$ cat src/rtl/spim_pkg.sv
package spim_pkg;

	////////////////////////////////////////
	// widths
	////////////////////////////////////////
	localparam int DATA_W = 32; // host data word
	localparam int ADDR_W = 16; // host byte address

	////////////////////////////////////////
	// host address map
	////////////////////////////////////////
	localparam logic [ADDR_W-1:0] CSR_CMD_ADDR    = 16'h0000;
	localparam logic [ADDR_W-1:0] CSR_STATUS_ADDR = 16'h0004;

	localparam logic [ADDR_W-1:0] WBUF_LO = 16'h0200; // host push window
	localparam logic [ADDR_W-1:0] WBUF_HI = 16'h09FF;
	localparam logic [ADDR_W-1:0] RBUF_LO = 16'h1000; // host pop window
	localparam logic [ADDR_W-1:0] RBUF_HI = 16'h17FF;

	////////////////////////////////////////
	// status register fields
	////////////////////////////////////////
	localparam int ST_WBUF_OVF = 0;
	localparam int ST_WBUF_UDF = 1;
	localparam int ST_RBUF_OVF = 2;
	localparam int ST_RBUF_UDF = 3;
	localparam int ST_FLAG_W   = 4;  // sticky flags sit in the low bits
	localparam int ST_WBUF_CNT = 8;  // write buffer fill count lsb
	localparam int ST_RBUF_CNT = 16; // read buffer fill count lsb

	// command word, written and read back raw by the host,
	// taken apart field by field for the spi engine
	typedef union packed {
		logic [DATA_W-1:0] raw;
		struct packed {
			logic [1:0]  sselect;  // slave select
			logic [13:0] rsvd;
			logic [13:0] brstlen;  // burst length
			logic        rdnwr;    // 1 = read from slave
			logic        transvld; // transfer valid
		} f;
	} cmd_word_u;

endpackage
$ cat src/rtl/spim_buf_top.sv
`timescale 1ns/1ps

module spim_buf_top import spim_pkg::*; #(
	parameter int FIFO_DEPTH = 64,
	parameter int FIFO_WIDTH = 32
) (
	input  logic                  sclk_in,
	input  logic                  rst_n,
	// host bus
	input  logic                  host_write,
	input  logic                  host_read,
	input  logic [ADDR_W-1:0]     host_addr,
	input  logic [DATA_W-1:0]     host_wdata,
	output logic [DATA_W-1:0]     host_rdata,
	output logic                  host_rdatavld,
	// spi side
	input  logic                  spi_write,
	input  logic                  spi_read,
	input  logic [FIFO_WIDTH-1:0] miso_data,
	output logic [FIFO_WIDTH-1:0] mosi_data,
	input  logic                  ssn_on_pulse,
	input  logic                  stransvld_up,
	// command outputs
	output logic                  s_transvld,
	output logic [13:0]           spim_brstlen,
	output logic                  spim_rdnwr,
	output logic [1:0]            spim_sselect
);

	logic              acc_write;
	logic              acc_read;
	logic              hit_cmd;
	logic              hit_status;
	logic              hit_wbuf;
	logic              hit_rbuf;
	logic [DATA_W-1:0] acc_wdata;
	cmd_word_u         cmd_word;
	logic [DATA_W-1:0] status_word;
	logic [DATA_W-1:0] rbuf_rddata;
	logic              rbuf_pop;

	////////////////////////////////////////
	// stage 1, request capture
	////////////////////////////////////////
	host_access_decode u_decode (
		.sclk_in    (sclk_in),
		.rst_n      (rst_n),
		.host_write (host_write),
		.host_read  (host_read),
		.host_addr  (host_addr),
		.host_wdata (host_wdata),
		.acc_write  (acc_write),
		.acc_read   (acc_read),
		.hit_cmd    (hit_cmd),
		.hit_status (hit_status),
		.hit_wbuf   (hit_wbuf),
		.hit_rbuf   (hit_rbuf),
		.acc_wdata  (acc_wdata)
	);

	////////////////////////////////////////
	// stage 2, registers and buffers
	////////////////////////////////////////
	spim_csr #(.FIFO_DEPTH(FIFO_DEPTH), .FIFO_WIDTH(FIFO_WIDTH)) u_csr (
		.sclk_in      (sclk_in),
		.rst_n        (rst_n),
		.acc_write    (acc_write),
		.acc_read     (acc_read),
		.hit_cmd      (hit_cmd),
		.hit_status   (hit_status),
		.hit_wbuf     (hit_wbuf),
		.hit_rbuf     (hit_rbuf),
		.acc_wdata    (acc_wdata),
		.spi_write    (spi_write),
		.spi_read     (spi_read),
		.miso_data    (miso_data),
		.ssn_on_pulse (ssn_on_pulse),
		.stransvld_up (stransvld_up),
		.cmd_word     (cmd_word),
		.status_word  (status_word),
		.rbuf_rddata  (rbuf_rddata),
		.rbuf_pop     (rbuf_pop),
		.mosi_data    (mosi_data),
		.s_transvld   (s_transvld),
		.spim_brstlen (spim_brstlen),
		.spim_rdnwr   (spim_rdnwr),
		.spim_sselect (spim_sselect)
	);

	// stage 3, read data back to the host
	host_read_return u_return (
		.sclk_in       (sclk_in),
		.rst_n         (rst_n),
		.acc_read      (acc_read),
		.hit_cmd       (hit_cmd),
		.hit_status    (hit_status),
		.hit_rbuf      (hit_rbuf),
		.cmd_word      (cmd_word),
		.status_word   (status_word),
		.rbuf_rddata   (rbuf_rddata),
		.rbuf_pop      (rbuf_pop),
		.host_rdata    (host_rdata),
		.host_rdatavld (host_rdatavld)
	);

endmodule

$ cat src/rtl/host_read_return.sv
`timescale 1ns/1ps

module host_read_return import spim_pkg::*; (
	input  logic              sclk_in,
	input  logic              rst_n,
	input  logic              acc_read,
	input  logic              hit_cmd,
	input  logic              hit_status,
	input  logic              hit_rbuf,
	input  cmd_word_u         cmd_word,
	input  logic [DATA_W-1:0] status_word,
	input  logic [DATA_W-1:0] rbuf_rddata,
	input  logic              rbuf_pop,
	output logic [DATA_W-1:0] host_rdata,
	output logic              host_rdatavld
);

	logic [DATA_W-1:0] rd_sel;
	logic [DATA_W-1:0] rd_data_q;
	logic              rd_vld_q;

	// write buffer window and unmapped reads fall through to zero
	always_comb begin
		rd_sel = '0;
		if (hit_rbuf && rbuf_pop) begin
			rd_sel = rbuf_rddata; // zero already when the buffer was empty
		end else if (hit_cmd) begin
			rd_sel = cmd_word.raw;
		end else if (hit_status) begin
			rd_sel = status_word;
		end
	end

	////////////////////////////////////////
	// access capture, then return
	////////////////////////////////////////
	always_ff @(posedge sclk_in or negedge rst_n) begin
		if (!rst_n) begin
			rd_vld_q      <= 1'b0;
			host_rdatavld <= 1'b0;
		end else begin
			rd_vld_q      <= acc_read;
			host_rdatavld <= rd_vld_q; // one pulse per read
		end
	end

	always_ff @(posedge sclk_in) begin
		if (acc_read) begin
			rd_data_q <= rd_sel; // sampled on the same edge as the pop
		end
		if (rd_vld_q) begin
			host_rdata <= rd_data_q;
		end
	end

endmodule

$ cat src/rtl/spim_csr.sv
`timescale 1ns/1ps

module spim_csr import spim_pkg::*; #(
	parameter int FIFO_DEPTH = 64,
	parameter int FIFO_WIDTH = 32
) (
	input  logic                  sclk_in,
	input  logic                  rst_n,
	input  logic                  acc_write,
	input  logic                  acc_read,
	input  logic                  hit_cmd,
	input  logic                  hit_status,
	input  logic                  hit_wbuf,
	input  logic                  hit_rbuf,
	input  logic [DATA_W-1:0]     acc_wdata,
	input  logic                  spi_write,
	input  logic                  spi_read,
	input  logic [FIFO_WIDTH-1:0] miso_data,
	input  logic                  ssn_on_pulse,
	input  logic                  stransvld_up,
	output cmd_word_u             cmd_word,
	output logic [DATA_W-1:0]     status_word,
	output logic [DATA_W-1:0]     rbuf_rddata,
	output logic                  rbuf_pop,
	output logic [FIFO_WIDTH-1:0] mosi_data,
	output logic                  s_transvld,
	output logic [13:0]           spim_brstlen,
	output logic                  spim_rdnwr,
	output logic [1:0]            spim_sselect
);

	localparam int CNT_W = $clog2(FIFO_DEPTH + 1);

	logic                  cmd_wr;
	logic                  status_wr;
	logic                  wbuf_push;
	logic [FIFO_WIDTH-1:0] wbuf_head;
	logic [FIFO_WIDTH-1:0] rbuf_head;
	logic [CNT_W-1:0]      wbuf_count;
	logic [CNT_W-1:0]      rbuf_count;
	logic                  wbuf_ovf_pulse;
	logic                  wbuf_udf_pulse;
	logic                  rbuf_ovf_pulse;
	logic                  rbuf_udf_pulse;
	logic [ST_FLAG_W-1:0]  flag_set;
	logic [ST_FLAG_W-1:0]  flag_clr;
	logic [ST_FLAG_W-1:0]  flags;
	logic                  transvld_d1;
	logic                  transvld_rise;
	cmd_word_u             wr_cmd;

	assign cmd_wr    = acc_write & hit_cmd;
	assign status_wr = acc_write & hit_status;
	assign wbuf_push = acc_write & hit_wbuf;
	assign rbuf_pop  = acc_read & hit_rbuf;

	////////////////////////////////////////
	// buffers
	////////////////////////////////////////
	spim_sync_fifo #(.FIFO_DEPTH(FIFO_DEPTH), .FIFO_WIDTH(FIFO_WIDTH)) u_wbuf (
		.sclk_in         (sclk_in),
		.rst_n           (rst_n),
		.push            (wbuf_push),
		.pop             (spi_read),   // spi always pops the write buffer
		.flush           (1'b0),
		.wrdata          (FIFO_WIDTH'(acc_wdata)),
		.rddata          (wbuf_head),
		.count           (wbuf_count),
		.overflow_pulse  (wbuf_ovf_pulse),
		.underflow_pulse (wbuf_udf_pulse)
	);

	spim_sync_fifo #(.FIFO_DEPTH(FIFO_DEPTH), .FIFO_WIDTH(FIFO_WIDTH)) u_rbuf (
		.sclk_in         (sclk_in),
		.rst_n           (rst_n),
		.push            (spi_write),
		.pop             (rbuf_pop),
		.flush           (ssn_on_pulse), // new chip select drops stale read data
		.wrdata          (miso_data),
		.rddata          (rbuf_head),
		.count           (rbuf_count),
		.overflow_pulse  (rbuf_ovf_pulse),
		.underflow_pulse (rbuf_udf_pulse)
	);

	// an empty buffer hands out zero
	assign mosi_data   = (spi_read && wbuf_count != '0) ? wbuf_head : '0;
	assign rbuf_rddata = (rbuf_count != '0) ? DATA_W'(rbuf_head) : '0;

	////////////////////////////////////////
	// sticky flags and status
	////////////////////////////////////////
	always_comb begin
		flag_set = '0;
		flag_set[ST_WBUF_OVF] = wbuf_ovf_pulse;
		flag_set[ST_WBUF_UDF] = wbuf_udf_pulse;
		flag_set[ST_RBUF_OVF] = rbuf_ovf_pulse;
		flag_set[ST_RBUF_UDF] = rbuf_udf_pulse;
	end

	assign flag_clr = status_wr ? acc_wdata[ST_FLAG_W-1:0] : '0; // write one to clear

	always_ff @(posedge sclk_in or negedge rst_n) begin
		if (!rst_n) begin
			flags <= '0;
		end else begin
			flags <= (flags & ~flag_clr) | flag_set; // a new error beats the clear
		end
	end

	always_comb begin
		status_word = '0;
		status_word[ST_FLAG_W-1:0]         = flags;
		status_word[ST_WBUF_CNT +: CNT_W] = wbuf_count;
		status_word[ST_RBUF_CNT +: CNT_W] = rbuf_count;
	end

	////////////////////////////////////////
	// command register
	////////////////////////////////////////
	always_ff @(posedge sclk_in or negedge rst_n) begin
		if (!rst_n) begin
			cmd_word <= '0;
		end else if (cmd_wr) begin
			cmd_word.raw <= acc_wdata;
		end else if (stransvld_up) begin
			cmd_word.f.transvld <= 1'b0; // spi engine took the transfer
		end
	end

	assign s_transvld    = cmd_word.f.transvld;
	assign transvld_rise = cmd_word.f.transvld & ~transvld_d1;

	always_ff @(posedge sclk_in or negedge rst_n) begin
		if (!rst_n) begin
			transvld_d1  <= 1'b0;
			spim_brstlen <= '0;
			spim_rdnwr   <= 1'b0;
			spim_sselect <= '0;
		end else begin
			transvld_d1 <= cmd_word.f.transvld;
			if (transvld_rise) begin
				spim_brstlen <= cmd_word.f.brstlen;
				spim_rdnwr   <= cmd_word.f.rdnwr;
				spim_sselect <= cmd_word.f.sselect;
			end
		end
	end

	assign wr_cmd = acc_wdata; // command word as the host writes it

	// spi side must not retire a transfer while the host starts one
	a_no_start_on_clear: assert property (
		@(posedge sclk_in) disable iff (!rst_n)
		!(stransvld_up && cmd_wr && wr_cmd.f.transvld)
	) else $error("stransvld_up collides with command write");

endmodule

$ cat src/rtl/host_access_decode.sv
`timescale 1ns/1ps

module host_access_decode import spim_pkg::*; (
	input  logic              sclk_in,
	input  logic              rst_n,
	input  logic              host_write,
	input  logic              host_read,
	input  logic [ADDR_W-1:0] host_addr,
	input  logic [DATA_W-1:0] host_wdata,
	output logic              acc_write,
	output logic              acc_read,
	output logic              hit_cmd,
	output logic              hit_status,
	output logic              hit_wbuf,
	output logic              hit_rbuf,
	output logic [DATA_W-1:0] acc_wdata
);

	logic req;
	logic dec_cmd;
	logic dec_status;
	logic dec_wbuf;
	logic dec_rbuf;

	assign req = host_write | host_read;

	////////////////////////////////////////
	// address classification
	////////////////////////////////////////
	assign dec_cmd    = (host_addr == CSR_CMD_ADDR);
	assign dec_status = (host_addr == CSR_STATUS_ADDR);
	assign dec_wbuf   = (host_addr >= WBUF_LO) && (host_addr <= WBUF_HI);
	assign dec_rbuf   = (host_addr >= RBUF_LO) && (host_addr <= RBUF_HI);

	// one request per cycle, hits only for a live strobe
	always_ff @(posedge sclk_in or negedge rst_n) begin
		if (!rst_n) begin
			acc_write  <= 1'b0;
			acc_read   <= 1'b0;
			hit_cmd    <= 1'b0;
			hit_status <= 1'b0;
			hit_wbuf   <= 1'b0;
			hit_rbuf   <= 1'b0;
		end else begin
			acc_write  <= host_write;
			acc_read   <= host_read;
			hit_cmd    <= req & dec_cmd;
			hit_status <= req & dec_status;
			hit_wbuf   <= req & dec_wbuf;
			hit_rbuf   <= req & dec_rbuf;
		end
	end

	always_ff @(posedge sclk_in) begin
		if (host_write) begin
			acc_wdata <= host_wdata; // payload only
		end
	end

	// the windows and register addresses must never overlap
	a_hit_onehot: assert property (
		@(posedge sclk_in) disable iff (!rst_n)
		(acc_write | acc_read) |-> $onehot0({hit_cmd, hit_status, hit_wbuf, hit_rbuf})
	) else $error("more than one address hit");

endmodule

$ cat src/rtl/spim_sync_fifo.sv
`timescale 1ns/1ps

module spim_sync_fifo #(
	parameter int FIFO_DEPTH = 64,
	parameter int FIFO_WIDTH = 32
) (
	input  logic                             sclk_in,
	input  logic                             rst_n,
	input  logic                             push,
	input  logic                             pop,
	input  logic                             flush,
	input  logic [FIFO_WIDTH-1:0]            wrdata,
	output logic [FIFO_WIDTH-1:0]            rddata,
	output logic [$clog2(FIFO_DEPTH+1)-1:0]  count,
	output logic                             overflow_pulse,
	output logic                             underflow_pulse
);

	localparam int CNT_W = $clog2(FIFO_DEPTH + 1);
	localparam int PTR_W = (FIFO_DEPTH > 1) ? $clog2(FIFO_DEPTH) : 1;
	localparam logic [PTR_W-1:0] LAST_PTR = PTR_W'(FIFO_DEPTH - 1);

	logic [FIFO_WIDTH-1:0] mem [FIFO_DEPTH];
	logic [PTR_W-1:0]      wr_ptr;
	logic [PTR_W-1:0]      rd_ptr;
	logic                  full;
	logic                  empty;
	logic                  push_ok;
	logic                  pop_ok;

	assign full  = (count == CNT_W'(FIFO_DEPTH));
	assign empty = (count == '0);

	// flush takes the whole cycle, a push or pop next to it is lost
	assign push_ok = push & ~full & ~flush;
	assign pop_ok  = pop & ~empty & ~flush;

	assign overflow_pulse  = push & full & ~flush;
	assign underflow_pulse = pop & empty & ~flush;

	assign rddata = mem[rd_ptr]; // show-ahead head word

	////////////////////////////////////////
	// storage
	////////////////////////////////////////
	always_ff @(posedge sclk_in) begin
		if (push_ok) begin
			mem[wr_ptr] <= wrdata;
		end
	end

	////////////////////////////////////////
	// pointers and fill count
	////////////////////////////////////////
	always_ff @(posedge sclk_in or negedge rst_n) begin
		if (!rst_n) begin
			wr_ptr <= '0;
			rd_ptr <= '0;
			count  <= '0;
		end else if (flush) begin
			wr_ptr <= '0;
			rd_ptr <= '0;
			count  <= '0;
		end else begin
			if (push_ok) begin
				wr_ptr <= (wr_ptr == LAST_PTR) ? '0 : wr_ptr + 1'b1; // wrap for any depth
			end
			if (pop_ok) begin
				rd_ptr <= (rd_ptr == LAST_PTR) ? '0 : rd_ptr + 1'b1;
			end
			case ({push_ok, pop_ok})
				2'b10:   count <= count + 1'b1;
				2'b01:   count <= count - 1'b1;
				default: count <= count; // idle, or push and pop together
			endcase
		end
	end

	// count tracks the pointer distance, it must stay within depth
	a_count_in_range: assert property (
		@(posedge sclk_in) disable iff (!rst_n)
		count <= CNT_W'(FIFO_DEPTH)
	) else $error("fifo count above depth");

endmodule

$ cat config.mk
export PLATFORM = sky130hd
export DESIGN_NAME = spim_buf_top
export DESIGN_NICKNAME = d
export VERILOG_FILES = /design/src/rtl/spim_pkg.sv /design/src/rtl/spim_buf_top.sv /design/src/rtl/host_read_return.sv /design/src/rtl/spim_csr.sv /design/src/rtl/host_access_decode.sv /design/src/rtl/spim_sync_fifo.sv
export SDC_FILE = /design/constraint.sdc
export NUM_CORES = 2
export LEC_CHECK = 0
export BUFFER_PORTS_ARGS = -buffer_cell sky130_fd_sc_hd__buf_4
export CORE_MARGIN = 4
export CORE_UTILIZATION = 45
export DETAILED_ROUTE_END_ITERATION = 6
export PLACE_DENSITY = 0.69
export SLEW_MARGIN = 15
export SYNTH_ARGS = -nofsm -noshare
export SYNTH_HDL_FRONTEND = slang
export SYNTH_HIERARCHICAL = 1
export SYNTH_SLANG_ARGS = --single-unit
$ cat constraint.sdc
create_clock -name sclk_in -period 7.37 [get_ports sclk_in]
set_clock_uncertainty 0.15 [all_clocks]
set_input_delay 0 -clock sclk_in [delete_from_list [all_inputs] [get_ports sclk_in]]
set_output_delay 0 -clock sclk_in [all_outputs]
set_load 0.01 [all_outputs]
# [After elaboration in Yosys (flattened, before gate mapping)]
# Memories as Yosys holds them, arrays and structs flattened.
# Index checks and enable logic that the tools add are counted.
[word_totals] reg_bits=196 mem_bits_rw=4096 input_bits=88 output_inout_bits=83 elab_cells=117 memories=2
[mem_list] memory="u_csr.u_rbuf.mem" depth=64 width=32 rd=1 rd_clocked_by_memory_dff=0 wr=1 line_no="spim_sync_fifo.sv:23" rtl="logic [FIFO_WIDTH-1:0] mem [FIFO_DEPTH];"
[mem_list] memory="u_csr.u_wbuf.mem" depth=64 width=32 rd=1 rd_clocked_by_memory_dff=0 wr=1 line_no="spim_sync_fifo.sv:23"
[classes] addsub=8 n_lt_le_gt_ge=4 n_eq_ne=11 mux=23 bitwise_logic=31 n_reduce_logical=14
[op_table] cell="$mux 32" count=4
[op_table] cell="$mux 6" count=8
[op_table] cell="$pmux 7 s2" count=2
[op_table] cell="$add 6x1->6 const B" count=4
[op_table] cell="$eq 6x6->1 const B" count=4
[op_table] cell="$mux 23" count=1
[op_table] cell="$and 1x1->1" count=21
[op_table] cell="$eq 16x3->1 const B" count=1
[op_table] cell="$ge 16x10->1 const B" count=1
[op_table] cell="$ge 16x13->1 const B" count=1
[op_table] cell="$le 16x12->1 const B" count=1
[op_table] cell="$le 16x13->1 const B" count=1
[op_table] cell="$logic_not 16->1" count=1
[op_table] cell="$add 7x1->7 const B" count=2
[op_table] cell="$eq 7x7->1 const B" count=2
[op_table] cell="$logic_not 7->1" count=2
[op_table] cell="$reduce_bool 7->1" count=2
[op_table] cell="$sub 7x1->7 const B" count=2
[op_table] cell="$reduce_bool 2->1" count=4
[op_table] cell="$mux 7" count=1
[op_table] cell="$mux 1" count=6
[op_table] cell="$not 1->1" count=6
[op_table] cell="$and 4x4->4" count=1
[op_table] cell="$eq 2x1->1 const B" count=2
[op_table] cell="other kinds (7)" count=11

# [Longest topological paths before layout]
[logic_depth] depth_word=7 ltp_mapped=12 ltp_nobuf=11

# [Cells and area by module]
# The synthesis kept the hierarchy.
[modules_own_cells] mod="spim_sync_fifo" n_inst=2 cells_per_inst=3662 area_per_inst_um2=79367.4 seq_area_each_um2=61974.4
[modules_own_cells] mod="host_read_return" n_inst=1 cells_per_inst=184 area_per_inst_um2=2982.9 seq_area_each_um2=1971.9
[modules_own_cells] mod="spim_csr" n_inst=1 cells_per_inst=252 area_per_inst_um2=2915.3 seq_area_each_um2=1351.3
[modules_own_cells] mod="host_access_decode" n_inst=1 cells_per_inst=51 area_per_inst_um2=1193.6 seq_area_each_um2=1111.1

# [Worst setup path before layout]
# Ideal clock, no wire load.
[synth_path] path_type="reg2reg" startpoint="register u_decode.acc_write" endpoint="memory u_csr.u_wbuf.mem[59][0] (enable)" setup_time_ns=0.421 t_arrival_ns=3.121 required_ns=6.799 slack_ns=3.677 path_stages_with_launch=8 path_buffers=1 synth_period_minus_slack_ns=3.693 path_cell_list="dfrtp_1 > and2_1 > clkbuf_1 > nand2b_1 > a31oi_1 > nor2b_1 > nand3_1 > nor2_1"
[synth_between] elab_chain_cells=4
[synth_lines] element="start, declared" line_no="host_access_decode.sv:10" rtl="output logic acc_write,"
[synth_lines] element="start signal, assigned" line_no="host_access_decode.sv:45" rtl="acc_write <= host_write;"
[synth_lines] element="$and 1x1->1" line_no="spim_csr.sv:54" rtl="assign wbuf_push = acc_write & hit_wbuf;"
[synth_lines] element="named net u_csr.wbuf_push" line_no="spim_csr.sv:36" rtl="logic wbuf_push;"
[synth_lines] element="$and 1x1->1" line_no="spim_sync_fifo.sv:35" rtl="assign push_ok = push & ~full & ~flush;"
[synth_lines] element="$mux 1" line_no="spim_sync_fifo.sv:47" rtl="if (push_ok) begin"
[synth_lines] element="$mux 1 (not written as such)" line_no="spim_sync_fifo.sv:48" rtl="mem[wr_ptr] <= wrdata;"
[synth_lines] element="end, declared" line_no="spim_sync_fifo.sv:23"
# The timed path passes the listed nets, and every way through them passes these cells.

# [Worst setup path in the final report]
[layout_path] startpoint="register u_csr.u_wbuf.rd_ptr[2]" endpoint="output port mosi_data[25]"
[layout_between] elab_chain_cells=2
[layout_lines] element="start, declared" line_no="spim_sync_fifo.sv:25" rtl="logic [PTR_W-1:0] rd_ptr;"
[layout_lines] element="start signal, assigned" line_no="spim_sync_fifo.sv:69" rtl="rd_ptr <= (rd_ptr == LAST_PTR) ? '0 : rd_ptr + 1'b1;"
[layout_lines] element="$mem_v2 64x32"
[layout_lines] element="named net u_csr.wbuf_head[25]" line_no="spim_csr.sv:37" rtl="logic [FIFO_WIDTH-1:0] wbuf_head;"
[layout_lines] element="$mux 32" line_no="spim_csr.sv:87" rtl="assign mosi_data = (spi_read && wbuf_count != '0) ? wbuf_head : '0;"
[layout_lines] element="end, declared" line_no="spim_buf_top.sv:20" rtl="output logic [FIFO_WIDTH-1:0] mosi_data,"
# The timed path passes the listed nets, and every way through them passes these cells.

==> impl_metrics.xml <==
<?xml version="1.0" encoding="UTF-8"?>
<metrics>
  <group name="floorplanning">
    <metric name="core_area" unit="um2">366000</metric>
    <metric name="die_w" unit="um">615</metric>
    <metric name="floorplan.initialDensity" unit="">0.453</metric>
    <metric name="dieHeight" unit="um">615</metric>
    <metric name="die-area" unit="um2">378000</metric>
    <metric name="boundaryPins" unit="">171</metric>
    <metric name="fp_rows" unit="">222</metric>
  </group>
  <group name="place">
    <metric name="place_hpwl" unit="um">249000</metric>
    <metric name="placed_cell_area" unit="um2">174000</metric>
    <metric name="dp_slack" unit="ns">2.52</metric>
    <metric name="place_congestion" unit="">0.838</metric>
    <metric name="port-buffer-count" unit="">170</metric>
  </group>
  <group name="timing">
    <metric name="setup_viol_count_final" unit="">0</metric>
    <metric name="timing.slew.headroom" unit="">-0.00249</metric>
    <metric name="fin_worst_hold_slack" unit="ns">0.0129</metric>
    <metric name="period_needed" unit="ns">5.87</metric>
    <metric name="maxClockFrequency" unit="MHz">170</metric>
    <metric name="postLayoutSetupSlackWorst" unit="ns">1.50</metric>
    <metric name="maxSlewViolCount" unit="">1</metric>
    <metric name="hold_violation_count_in_the_final_report" unit="">0</metric>
    <metric name="tns" unit="ns">0</metric>
    <metric name="worstMarginPinSlew" unit="ns">1.49</metric>
    <metric name="finalCritPeriodShare" unit="">0.796</metric>
    <metric name="unrepaired_setup_endpoints_after_global_routing" unit="">false</metric>
  </group>
  <group name="pwr">
    <metric name="ir_drop" unit="uV">249</metric>
    <metric name="p_per_area" unit="nW/um2">275</metric>
    <metric name="post-layout-total-power" unit="mW">52.1</metric>
    <metric name="p_int" unit="mW">40.8</metric>
    <metric name="net-switching-power" unit="mW">11.3</metric>
    <metric name="swShare" unit="">0.218</metric>
    <metric name="p_comb_frac" unit="">0.072</metric>
    <metric name="clock_power_share" unit="">0.409</metric>
    <metric name="sequentialPowerShare" unit="">0.519</metric>
    <metric name="leakage" unit="nW">56.9</metric>
  </group>
  <group name="clock_network">
    <metric name="cts_repair_resize_count" unit="">0</metric>
    <metric name="worst_path_clk_slew" unit="ns">0.06</metric>
    <metric name="clock_tree.htree_level_count" unit="">5</metric>
    <metric name="cts.repair_timing.setup_buffer_count" unit="">0</metric>
    <metric name="cts_num_sinks" unit="">4292</metric>
    <metric name="number_of_buffers_inserted_during_clock_tree_synthesis" unit="">416</metric>
    <metric name="clockRootBuffer" unit="">sky130_fd_sc_hd__clkbuf_16</metric>
    <metric name="clk-insertion-delay-late" unit="ns">0.97</metric>
    <metric name="cts.path.max_buffers" unit="">4</metric>
    <metric name="tritoncts" unit="">built</metric>
  </group>
  <group name="critical_path">
    <metric name="worst_setup_path_startpoint" unit="">u_csr/u_wbuf/rd_ptr[2]$_DFFE_PN0P_</metric>
    <metric name="crit_family" unit="">compound AO/OA/AOI/OAI gates</metric>
    <metric name="ff2ff_setup_slack" unit="ns">2.68</metric>
    <metric name="rr_endpoint" unit="">u_return/rd_data_q[25]$_DFFE_PP_</metric>
    <metric name="worst_path_fanout_max" unit="">51</metric>
    <metric name="max_stage_delay" unit="ns">0.94</metric>
    <metric name="criticalPathCategory" unit="">register to output pin</metric>
    <metric name="worst_r2r_path_depth" unit="">8</metric>
    <metric name="arrival_worst_endpoint" unit="ns">5.72</metric>
    <metric name="critical-path-slowest-cell" unit="">sky130_fd_sc_hd__dfrtp_4</metric>
    <metric name="crit_path_frequent_cell" unit="">sky130_fd_sc_hd__buf_4</metric>
    <metric name="crit_path_start_kind" unit="">register</metric>
    <metric name="worstReg2RegStart" unit="">u_csr/u_rbuf/rd_ptr[2]$_DFFE_PN0P_</metric>
    <metric name="crit_path_cell_trace" unit="">nand2_4 &gt; buf_4 &gt; o221ai_1 &gt; o21ai_0 &gt; a211oi_1 &gt; or4_1 &gt; nand2_1 &gt; a21oi_1 &gt; buf_4</metric>
    <metric name="critical_path.endpoint_type" unit="">output pin</metric>
    <metric name="critical_path_cell_count" unit="">9</metric>
    <metric name="worst_setup_path_endpoint" unit="">mosi_data[25]</metric>
    <metric name="required" unit="ns">7.22</metric>
    <metric name="critical_path.n_buffers_inverters" unit="">2</metric>
  </group>
  <group name="cells_and_area">
    <metric name="layout-drive-gt1-share" unit="">0.242</metric>
    <metric name="synth_to_final_area_change" unit="%">14.3</metric>
    <metric name="mostFrequentLayoutCell" unit="">sky130_fd_sc_hd__edfxtp_1</metric>
    <metric name="fin_nets" unit="">8441</metric>
    <metric name="postLayoutCellArea" unit="um2">189000</metric>
    <metric name="fillers" unit="">27800</metric>
    <metric name="most-common-layout-cells" unit="">sky130_fd_sc_hd__edfxtp_1, sky130_fd_sc_hd__mux4_2, sky130_fd_sc_hd__mux2i_1</metric>
  </group>
  <group name="detailed_routing">
    <metric name="drc" unit="">0</metric>
    <metric name="finalWirelength" unit="um">451000</metric>
    <metric name="first_iter_violations" unit="">12200</metric>
    <metric name="avgRoutedWirePerCell" unit="um">33.3</metric>
    <metric name="drt_pre_antenna_iters" unit="">6</metric>
    <metric name="ant_nets" unit="">0</metric>
    <metric name="route.vias.total" unit="">86100</metric>
    <metric name="vias_per_cell" unit="">6.35</metric>
  </group>
  <group name="min_path">
    <metric name="holdCritPathClass" unit="">input port to register</metric>
  </group>
  <group name="synth">
    <metric name="synth-edff-count" unit="">4192</metric>
    <metric name="main_combinational_cell_family_by_area_after_synthesis" unit="">multiplexers</metric>
    <metric name="syn-mean-instance-area" unit="um2">21.2</metric>
    <metric name="syn-cell-area" unit="um2">166000</metric>
    <metric name="seq_area_frac_synth" unit="">0.774</metric>
    <metric name="synth_ff_type" unit="">sky130_fd_sc_hd__edfxtp_1</metric>
    <metric name="ys_seq_elements" unit="">4292</metric>
    <metric name="synth_simple_gate_area_share" unit="">0.0151</metric>
    <metric name="yosys_warnings" unit="">6</metric>
    <metric name="dominant_cells_by_area_after_synthesis" unit="">sky130_fd_sc_hd__edfxtp_1, sky130_fd_sc_hd__mux4_2, sky130_fd_sc_hd__mux2i_1</metric>
    <metric name="synth_largest_type_area_fraction" unit="">0.759</metric>
    <metric name="synth_area_in_compound_gates" unit="">0.0489</metric>
    <metric name="yosys.cell_types.count" unit="">64</metric>
    <metric name="postSynth.asyncResetShare" unit="">0.0233</metric>
    <metric name="yosys.area_share.xor_xnor" unit="">0.000687</metric>
    <metric name="post_synth_fa_ha_maj_area_fraction" unit="">0.000604</metric>
    <metric name="synth_area_leader" unit="">sky130_fd_sc_hd__edfxtp_1</metric>
    <metric name="muxShareOfSynthArea" unit="">0.143</metric>
    <metric name="synthesis.instances" unit="">7811</metric>
  </group>
  <group name="global_routing">
    <metric name="grt_overflow_total" unit="">0</metric>
    <metric name="grt_pass1_wl" unit="um">641000</metric>
    <metric name="grt_start_max_net_pins" unit="">144</metric>
    <metric name="via_count_of_the_first_global_routing_pass" unit="">85000</metric>
    <metric name="grt_use_total" unit="">0.233</metric>
    <metric name="grt_antenna_before_repair" unit="">58</metric>
  </group>
  <group name="job">
    <metric name="max-cap-violations" unit="">1</metric>
  </group>
  <group name="outcome">
    <metric name="outcome" unit="">finished, violations left</metric>
    <metric name="violations" unit="">max-capacitance violations, max-slew violations</metric>
  </group>
</metrics>
-- metal layers --
metal  wire, um  vias to the layer above  GRT usage  share of wire
met1     164000                    45700      0.308           0.36
met4      22700                       26      0.102          0.050
met3      44400                      980     0.0435          0.098
li1           -                    34300          -              -
met5        167                        -          0        0.00037
met2     221000                     5084      0.381           0.49
-- cell usage after synthesis (26+ instances only) --
cell                       instances
sky130_fd_sc_hd__buf_2           104
sky130_fd_sc_hd__mux2_4           30
sky130_fd_sc_hd__nand3_1          28
sky130_fd_sc_hd__o21ai_0         164
sky130_fd_sc_hd__buf_4            51
sky130_fd_sc_hd__edfxtp_1       4192
sky130_fd_sc_hd__o221ai_1        240
sky130_fd_sc_hd__or4_1            62
sky130_fd_sc_hd__buf_1            52
sky130_fd_sc_hd__a22oi_1          32
sky130_fd_sc_hd__buf_6            81
sky130_fd_sc_hd__nand3b_1         40
sky130_fd_sc_hd__nand2_1          60
sky130_fd_sc_hd__a21boi_0         26
sky130_fd_sc_hd__a211oi_1        240
sky130_fd_sc_hd__dfrtp_1         100
sky130_fd_sc_hd__nor2_1          183
sky130_fd_sc_hd__mux2i_1         488
sky130_fd_sc_hd__a21oi_1          50
sky130_fd_sc_hd__o22ai_1         238
sky130_fd_sc_hd__mux4_2          804
sky130_fd_sc_hd__o21ai_1          84
sky130_fd_sc_hd__clkbuf_1        216
-- how the worst min path moves through the flow --
| stage | startpoint | cells past startpoint | to |
|---|---|---|---|
| finish | miso_data[12] | 2 | u_csr/u_rbuf/mem[51][12]$_DFFE_PP_ |
| global route | miso_data[12] | 2 | u_csr/u_rbuf/mem[51][12]$_DFFE_PP_ |
| CTS | miso_data[21] | 2 | u_csr/u_rbuf/mem[54][21]$_DFFE_PP_ |
| detailed placement | rst_n | 1 | u_csr/u_wbuf/wr_ptr[5]$_DFFE_PN0P_ |
| global placement | rst_n | 1 | u_csr/u_wbuf/wr_ptr[5]$_DFFE_PN0P_ |
| floorplan | rst_n | 0 | u_csr/cmd_word[0]$_DFFE_PN0P_ |
-- logic make-up (layout without fill, tap and decap cells) --
kind of cell | Yosys count | after routing
DFF | 4292 | 4292
muxes | 1349 | 1349
AOI/OAI and AO/OA | 1160 | 1160
buffers and inverters | 519 | 1384
and+or+nand+nor | 469 | 469
xor gates and xnor gates | 13 | 13
adders and majority gates | 8 | 8
other | 1 | 58
-- power groups by stage --
stage	clock network (mW)	registers [mW]	logic (mW)
finish	21.3	27.0	3.75
floorplan	0	27.6	2.43
CTS	21.5	27.0	3.77
detailed placement	0	27.6	3.68
global placement	0	27.6	3.61
global route	22.6	27.0	3.97
-- what timing repair did --
action | in CTS | in global routing
endpoints found under the setup margin | 0 | 0
hold buffers | 157 | 0
hold endpoints to repair | 2249 | 0
-- metrics by stage --
step / cells / util
6_report: 13500 / 0.517
2_1_floorplan: 7829 / -
4_1_cts: 13500 / 0.517
3_5_place_dp: 12600 / 0.475
3_3_place_gp: 12600 / 0.474
5_1_grt: 13500 / 0.517
-- final cells by class --
cell class | instances | area, um2 | share of cell area
flip-flops and latches | 4292 | 128000 | 0.678
multi-input cells | 3018 | 35800 | 0.189
clock buffers | 522 | 11100 | 0.0584
well taps | 4816 | 6030 | 0.0318
repair buffers | 602 | 5410 | 0.0286
clock inverters | 245 | 2590 | 0.0137
diodes | 39 | 97.6 | 0.000515
inverters | 15 | 58.8 | 0.000310
-- flip-flops by register name, indices dropped and copies added (netlist names), 2 cells and up --
signal and flops:
u_csr/spim_sselect 2, u_return/rd_data_q 32, u_csr/spim_brstlen 14, u_csr/u_wbuf/rd_ptr 6, u_return/host_rdata 32, u_csr/u_wbuf/mem 2048, u_csr/u_wbuf/count 7, u_csr/u_rbuf/count 7
u_csr/u_rbuf/wr_ptr 6, u_csr/u_rbuf/mem 2048, u_csr/u_rbuf/rd_ptr 6, u_csr/cmd_word 32, u_csr/flags 4, u_csr/u_wbuf/wr_ptr 6, u_decode/acc_wdata 32
Note: power is estimated with default switching activity, not from simulation.
